$ cat src/design/memPkg.sv
`default_nettype none

package memPkg;

    // Memory operation codes as the control unit issues them
    typedef enum logic [3:0] {
        none      = 4'd0, // No data access this instruction
        loadByte  = 4'd1, // LB
        loadHalf  = 4'd2, // LH
        loadWord  = 4'd3, // LW
        loadByteU = 4'd4, // LBU
        loadHalfU = 4'd5, // LHU
        storeByte = 4'd6, // SB
        storeHalf = 4'd7, // SH
        storeWord = 4'd8  // SW
    } memOp_e;

    // One bus word, seen whole or lane by lane
    typedef union packed {
        logic [31:0]      word;  // Full 32-bit view
        logic [3:0][7:0]  bytes; // Lane 0 is the lowest address
    } busWord_u;

    // Handler sequencing states
    typedef enum logic [1:0] {
        fetch     = 2'd0, // Instruction read issued
        fetchWait = 2'd1, // Waiting for fetch ack
        data      = 2'd2, // Load or store issued
        dataWait  = 2'd3  // Waiting for data ack
    } handlerState_e;

endpackage

`default_nettype wire

$ cat src/design/wbBus.sv
`timescale 1ns/1ps
`default_nettype none

interface wbBus;

    logic             cyc;  // Bus cycle in progress
    logic             stb;  // Valid transfer request
    logic             we;   // Write when high
    logic [3:0]       sel;  // Byte lane enables
    logic [31:0]      adr;  // Byte address
    memPkg::busWord_u datW; // Master to slave data
    memPkg::busWord_u datR; // Slave to master data
    logic             ack;  // One-cycle transfer done

    // Handler side
    modport master (
        output cyc, stb, we, sel, adr, datW,
        input  datR, ack
    );

    // RAM side
    modport slave (
        input  cyc, stb, we, sel, adr, datW,
        output datR, ack
    );

endinterface

`default_nettype wire

$ cat src/design/loadExtender.sv
`timescale 1ns/1ps
`default_nettype none

module loadExtender (
    input  memPkg::memOp_e   memOp,      // Current memory operation
    input  logic [1:0]       byteOffset, // Low bits of the load address
    input  memPkg::busWord_u rdWord,     // Word returned by the RAM
    output logic [31:0]      loadValue   // Extended value for the register file
);

    logic [7:0]  laneByte; // Addressed byte
    logic [15:0] laneHalf; // Addressed halfword

    assign laneByte = rdWord.bytes[byteOffset]; // Lane picked by offset
    assign laneHalf = byteOffset[1] ? {rdWord.bytes[3], rdWord.bytes[2]}
                                    : {rdWord.bytes[1], rdWord.bytes[0]};

    always_comb begin
        case (memOp)
            memPkg::loadByte: begin
                loadValue = {{24{laneByte[7]}}, laneByte}; // Sign extend byte
            end
            memPkg::loadHalf: begin
                loadValue = {{16{laneHalf[15]}}, laneHalf}; // Sign extend half
            end
            memPkg::loadWord: begin
                loadValue = rdWord.word; // Straight through
            end
            memPkg::loadByteU: begin
                loadValue = {24'b0, laneByte}; // Zero extend byte
            end
            memPkg::loadHalfU: begin
                loadValue = {16'b0, laneHalf}; // Zero extend half
            end
            default: begin
                loadValue = 32'b0; // Stores and none return nothing
            end
        endcase
    end

endmodule

`default_nettype wire

$ cat src/design/memoryHandler.sv
`timescale 1ns/1ps
`default_nettype none

module memoryHandler (
    input  logic                  clk,
    input  logic                  nrst,       // Synchronous, active low
    input  logic [31:0]           pc,         // Fetch address
    input  memPkg::memOp_e        memOp,      // Memory operation of this instruction
    input  logic [31:0]           aluAddress, // Load or store byte address
    input  logic                  memSource,  // High stores FPU data
    input  logic [31:0]           regData,    // Register store data
    input  logic [31:0]           fpuData,    // FPU store data
    wbBus.master                  bus,        // Wishbone classic master port
    output memPkg::busWord_u      instr,      // Last fetched instruction
    output logic [31:0]           loadData,   // Last load result
    output logic                  freeze,     // Stall the CPU
    output logic                  done,       // Instruction memory work finished
    output memPkg::handlerState_e state       // Current phase
);

    memPkg::handlerState_e stateNext;
    logic                  started;    // Out of reset for at least one cycle
    logic                  inData;     // Data phase owns the bus
    logic                  isStore;
    logic                  isLoad;
    logic                  isHalf;
    logic                  isWordOp;
    logic                  misaligned; // Access breaks natural alignment
    memPkg::busWord_u      wrWord;     // Aligned store data
    logic [3:0]            wrSel;      // Store lane enables
    logic [31:0]           loadValue;  // Extended load result

    storeAligner i_storeAligner (
        .memOp      (memOp),
        .byteOffset (aluAddress[1:0]),
        .memSource  (memSource),
        .regData    (regData),
        .fpuData    (fpuData),
        .wrWord     (wrWord),
        .wrSel      (wrSel)
    );

    loadExtender i_loadExtender (
        .memOp      (memOp),
        .byteOffset (aluAddress[1:0]),
        .rdWord     (bus.datR),
        .loadValue  (loadValue)
    );

    assign isStore  = memOp inside {memPkg::storeByte, memPkg::storeHalf, memPkg::storeWord};
    assign isLoad   = memOp inside {memPkg::loadByte, memPkg::loadHalf, memPkg::loadWord,
                                    memPkg::loadByteU, memPkg::loadHalfU};
    assign isHalf   = memOp inside {memPkg::loadHalf, memPkg::loadHalfU, memPkg::storeHalf};
    assign isWordOp = memOp inside {memPkg::loadWord, memPkg::storeWord};
    assign inData   = (state == memPkg::data) || (state == memPkg::dataWait);

    always_ff @(posedge clk) begin
        if (!nrst) begin
            started <= 1'b0;
            state   <= memPkg::fetch;
        end else begin
            started <= 1'b1; // First request one cycle after reset
            state   <= stateNext;
        end
    end

    always_comb begin
        stateNext = state; // Hold by default
        case (state)
            memPkg::fetch: begin
                if (started) stateNext = memPkg::fetchWait; // Request is on the bus
            end
            memPkg::fetchWait: begin
                if (bus.ack) begin
                    // Skip the data phase when there is no access
                    stateNext = (memOp == memPkg::none) ? memPkg::fetch : memPkg::data;
                end
            end
            memPkg::data: begin
                stateNext = memPkg::dataWait;
            end
            memPkg::dataWait: begin
                if (bus.ack) stateNext = memPkg::fetch; // Back for the next instruction
            end
            default: begin
                stateNext = memPkg::fetch;
            end
        endcase
    end

    // Classic cycles run back to back so the request stays up across phases
    assign bus.cyc  = started;
    assign bus.stb  = started;
    assign bus.we   = inData && isStore;                       // Only stores write
    assign bus.sel  = (inData && isStore) ? wrSel : 4'b1111;   // Reads take the whole word
    assign bus.adr  = inData ? aluAddress : pc;                // PC in fetch, ALU in data
    assign bus.datW = wrWord;

    assign done   = bus.ack && ((state == memPkg::dataWait) ||
                    ((state == memPkg::fetchWait) && (memOp == memPkg::none)));
    assign freeze = !done; // CPU only moves in the done cycle

    // Payload registers
    always_ff @(posedge clk) begin
        if ((state == memPkg::fetchWait) && bus.ack) instr <= bus.datR; // Capture instruction
        if ((state == memPkg::dataWait) && bus.ack && isLoad) loadData <= loadValue;
    end

    assign misaligned = inData ? ((isHalf && bus.adr[0]) || (isWordOp && (bus.adr[1:0] != 2'b00)))
                               : (bus.adr[1:0] != 2'b00); // Fetch is a word access

    aMisaligned: assert property (@(posedge clk) disable iff (!nrst)
        bus.stb |-> !misaligned)
        else $error("misaligned access at %h", bus.adr);

    // Classic rule holding until the slave answers
    aStable: assert property (@(posedge clk) disable iff (!nrst)
        bus.stb && !bus.ack |=> bus.cyc && bus.stb && $stable(bus.adr) && $stable(bus.we)
                                && $stable(bus.sel) && $stable(bus.datW))
        else $error("master outputs changed before ack");

endmodule

`default_nettype wire

$ cat src/design/storeAligner.sv
`timescale 1ns/1ps
`default_nettype none

module storeAligner (
    input  memPkg::memOp_e   memOp,      // Current memory operation
    input  logic [1:0]       byteOffset, // Low bits of the store address
    input  logic             memSource,  // High selects FPU data
    input  logic [31:0]      regData,    // Register file store data
    input  logic [31:0]      fpuData,    // FPU register store data
    output memPkg::busWord_u wrWord,     // Data placed on its lanes
    output logic [3:0]       wrSel       // Lanes to be written
);

    logic [31:0] srcData; // Chosen store source

    assign srcData = memSource ? fpuData : regData; // FPU or integer register

    // Sub-word data is copied to every lane so the addressed one always carries it
    always_comb begin
        wrWord.word = 32'b0; // Loads and none put nothing on the bus
        wrSel       = 4'b0000;
        case (memOp)
            memPkg::storeByte: begin
                wrWord.bytes = {4{srcData[7:0]}}; // Byte on all four lanes
                wrSel        = 4'b0001 << byteOffset; // Only the addressed lane
            end
            memPkg::storeHalf: begin
                wrWord.word = {2{srcData[15:0]}}; // Half on both halves
                wrSel       = byteOffset[1] ? 4'b1100 : 4'b0011; // Upper or lower half
            end
            memPkg::storeWord: begin
                wrWord.word = srcData; // Whole word as is
                wrSel       = 4'b1111;
            end
            default: begin
                wrWord.word = 32'b0;
                wrSel       = 4'b0000;
            end
        endcase
    end

endmodule

`default_nettype wire

$ cat src/flat_wrapper.sv
// flat-port wrapper written by rule: the top's interface ports become plain ports
module memoryHandler_flat 
  (clk, nrst, pc, memOp, aluAddress, memSource, regData, fpuData, instr, loadData, freeze, done, state, bus_cyc, bus_stb, bus_we, bus_sel, bus_adr, bus_datW, bus_datR, bus_ack);
  wbBus bus_i ();
  input  logic clk;
  input  logic nrst;
  input  logic [31:0] pc;
  input  memPkg::memOp_e memOp;
  input  logic [31:0] aluAddress;
  input  logic memSource;
  input  logic [31:0] regData;
  input  logic [31:0] fpuData;
  output memPkg::busWord_u instr;
  output logic [31:0] loadData;
  output logic freeze;
  output logic done;
  output memPkg::handlerState_e state;
  output wire logic [$bits(bus_i.cyc)-1:0] bus_cyc;
  output wire logic [$bits(bus_i.stb)-1:0] bus_stb;
  output wire logic [$bits(bus_i.we)-1:0] bus_we;
  output wire logic [$bits(bus_i.sel)-1:0] bus_sel;
  output wire logic [$bits(bus_i.adr)-1:0] bus_adr;
  output wire logic [$bits(bus_i.datW)-1:0] bus_datW;
  input wire logic [$bits(bus_i.datR)-1:0] bus_datR;
  input wire logic [$bits(bus_i.ack)-1:0] bus_ack;
  assign bus_cyc = bus_i.cyc;
  assign bus_stb = bus_i.stb;
  assign bus_we = bus_i.we;
  assign bus_sel = bus_i.sel;
  assign bus_adr = bus_i.adr;
  assign bus_datW = bus_i.datW;
  assign bus_i.datR = bus_datR;
  assign bus_i.ack = bus_ack;
  memoryHandler u_core (.clk(clk), .nrst(nrst), .pc(pc), .memOp(memOp), .aluAddress(aluAddress), .memSource(memSource), .regData(regData), .fpuData(fpuData), .bus(bus_i), .instr(instr), .loadData(loadData), .freeze(freeze), .done(done), .state(state));
endmodule
$ cat config.mk
export PLATFORM = sky130hd
export DESIGN_NAME = memoryHandler_flat
export DESIGN_NICKNAME = d
export VERILOG_FILES = /design/src/design/memPkg.sv /design/src/design/wbBus.sv /design/src/design/loadExtender.sv /design/src/design/memoryHandler.sv /design/src/design/storeAligner.sv /design/src/flat_wrapper.sv
export SDC_FILE = /design/constraint.sdc
export NUM_CORES = 1
export LEC_CHECK = 0
export BUFFER_PORTS_ARGS = -buffer_cell sky130_fd_sc_hd__buf_2
export CAP_MARGIN = 20
export CORE_AREA = 2 2 120 122
export DETAILED_ROUTE_END_ITERATION = 16
export DIE_AREA = 0 0 122 124
export HOLD_SLACK_MARGIN = 0.02
export MAX_ROUTING_LAYER = met4
export PLACE_DENSITY = 0.65
export SLEW_MARGIN = 30
export SYNTH_ARGS = -nofsm -noshare
export SYNTH_HDL_FRONTEND = slang
export SYNTH_SLANG_ARGS = --single-unit
$ cat constraint.sdc
create_clock -name clk -period 5.9 [get_ports clk]
set_input_delay 1.18 -clock clk [delete_from_list [all_inputs] [get_ports clk]]
set_output_delay 1.18 -clock clk [all_outputs]
set_load 0.02 [all_outputs]
==> results.json <==
{
  "dp_hpwl_um": 11630,
  "setup_viol": 0,
  "period_needed_ns": 4.195,
  "wl_per_cell_um": 18.34,
  "cts_max_path_buffers": 2,
  "ys_seq_area_share_pct": 47.90,
  "clock_latency_ns": 0.33,
  "netlist_top_cells_count": "edfxtp_1 (64), mux2_2 (41), mux2i_1 (40)",
  "grt_pass1_vias": 3741,
  "io_pins": 307,
  "gp_congestion": 1.019,
  "fmax_ghz": 0.2384,
  "clock-sinks": 67,
  "post_cts_buffers": 0,
  "fp.dieH_um": 124,
  "critPathMaxStageDelay_ns": 0.80,
  "muxShareOfSynthArea_pct": 25.19,
  "p_sw_mw": 0.3532,
  "finalMaxSlewViolations": 0,
  "cp.required_ns": 4.72,
  "yosys.area_share.simple_pct": 9.676,
  "skew_ns": 0.007142,
  "pre_cts_slack_ns": 1.732,
  "synth-seq-cells": 67,
  "drive_above_1_share_pct": 61.18,
  "clkPwrFrac_pct": 38.6,
  "syn_nets": 502,
  "critPathLaunchType": "input pin",
  "p_sw_share_pct": 25.52,
  "synth_area_leaders": "edfxtp_1 (46%), mux2_2 (11%), mux2i_1 (9.7%)",
  "h-tree-depth": 3,
  "pwr-share-seq_pct": 39.2,
  "detail_route.iter0.violations": 334,
  "period_share_pct": 71.10,
  "yosysTopAreaCell": "edfxtp_1",
  "drt-pass1-iter-count": 4,
  "synth_most_common_cell": "edfxtp_1",
  "synth_edf_count": 64,
  "initial_utilization_pct": 30.16,
  "cts_hold_buf": 0,
  "synth-xor-area-share_pct": 0.2117,
  "die_w_um": 122,
  "cp.buffers_inverters": 2,
  "synth_fa_ha_area_share_pct": 0,
  "fin_nets": 791,
  "intPower_mw": 1.031,
  "crit_fanout": 18,
  "ys_types": 42,
  "worst_slack_ns": 1.705,
  "pwr-share-comb_pct": 22.2,
  "syn_avg_cell_area_um2": 12.39,
  "cts_resized": 0,
  "cp-end-kind": "primary output",
  "synth_top_family_by_area": "multiplexers",
  "vias": 4034,
  "nFillCells": 1300,
  "vias_per_cell": 5.005,
  "antenna_left": 0,
  "status": "finished, final reports clean",
  "grt_usage_pct": 18.54,
  "async_flop_share_pct": 0,
  "p_leak_nw": 2.762,
  "grt_overflow": 0,
  "netlist_instances": 334,
  "tns_ns": 0,
  "crit_path_top_delay_cell": "or4b_1",
  "hold_viol_final": 0,
  "cp_top_family": "simple AND/OR/NAND/NOR gates",
  "cts-root-buf": "clkbuf_16",
  "relSlewSlack_pct": 38.68,
  "syn_to_final_growth_pct": 46.84,
  "cts_tree": "built",
  "drv_cap": 0,
  "grt_pass1_wl_um": 20410,
  "port_buffers": 306,
  "ir_worst_vdd_mv": 0.1037,
  "std_cell_rows": 43,
  "grt_max_degree": 39,
  "drcViolationCount": 0,
  "cp.arrival_ns": 3.02,
  "netlist_area_um2": 4138,
  "path_clk_slew_ns": 0.05,
  "numCtsBuffers": 9,
  "yosysTopAreaCellShare_pct": 46.45,
  "worstPathCellList": "buf_2, or4b_1, a21boi_4, o22ai_1, buf_2",
  "cpMostUsedCell": "buf_2",
  "antenna_cells": 0,
  "synth-warning-count": 0,
  "core_um2": 13720,
  "min_path_type": "reg -> reg",
  "power_density_nw_per_um2": 227.8,
  "antenna_found_initial": 0,
  "die_area_um2": 15130,
  "rsz0062_at_grt": "no",
  "synth-main-ff-cell": "edfxtp_1",
  "synth-compound-area-share_pct": 12.64,
  "routed_wirelength_um": 14780,
  "worst_slew_pin_slew_ns": 0.9176,
  "crit_type": "in -> out"
}
## through the flow
stage	hold WS (ns)	utilization, %	power [mW]	instance area [µm²]	std cells
after global placement	0.5134	42.03	0.8511	5767	792
after detailed placement	0.5230	42.06	0.8572	5771	792
final	0.5297	44.29	1.384	6076	806
after CTS	0.5353	44.22	1.396	6067	806
after floorplan	0.6288	-	0.7315	4138	334
after global routing	0.5641	44.29	1.439	6076	806
## power by group through the flow
stage	clock network, mW	registers (mW)	logic (mW)
4_1_cts	0.546	0.542	0.307
2_1_floorplan	0	0.564	0.167
5_1_grt	0.565	0.543	0.330
3_3_place_gp	0	0.551	0.300
3_5_place_dp	0	0.552	0.306
6_report	0.535	0.543	0.307
## metal layers
| metal | track usage, % | share of wire [%] |
|---|---|---|
| met5 | - | 0 |
| met2 | 30.94 | 51 |
| met1 | 23.33 | 41 |
| met4 | 5.675 | 1.3 |
| met3 | 2.885 | 6.5 |
## final timing paths
kind,depth (start not counted),start,slack (ns),endpoint
setup reg to reg,4,flip-flop,3.44,u_core.loadData[30]
hold / removal,1,u_core.state[0],0.53,u_core.state[0]
hold reg to reg,1,u_core.state[0],0.53,u_core.state[0]
setup / recovery,5,memOp[3],1.70,bus_datW[10]
## worst reg2reg max path: cells and delay by family (launching register included)
kind	cells	cell delay [ns]
buffers and inverters	3	1.00
DFF	1	0.78
and+or+nand+nor	1	0.29
## area by class of cell
class	count	area, µm²	area share, %
Multi-Input combinational cell	233	2007	33.03
Sequential cell	67	1982	32.62
Clock buffer	10	229.0	3.769
Tap cell	180	225.2	3.707
Inverter	3	11.26	0.1853
Clock inverter	4	67.56	1.112
Timing Repair Buffer	309	1554	25.58
## flip-flops by register name, indices dropped and copies added (netlist names), named ones only
signal / flops
u_core.instr: 32
u_core.loadData: 32
u_core.bus.cyc: 1
u_core.state: 1
## cells by family after synthesis
logic type	Yosys count
buffers and inverters	34
AO/OA/AOI/OAI	81
AND/OR/NAND/NOR	62
XOR/XNOR	1
flip-flops	67
multiplexers	89
## layout by cell type (no fill, tap or decap), types with 10 or more instances in the layout
cell and instances:
o21ai_0 28, mux2i_1 40, buf_2 306, nor2_1 10
nor2b_1 17, mux2_2 41, o22ai_1 24, o211ai_1 14
edfxtp_1 64
Note: power is estimated with default switching activity, not from simulation.
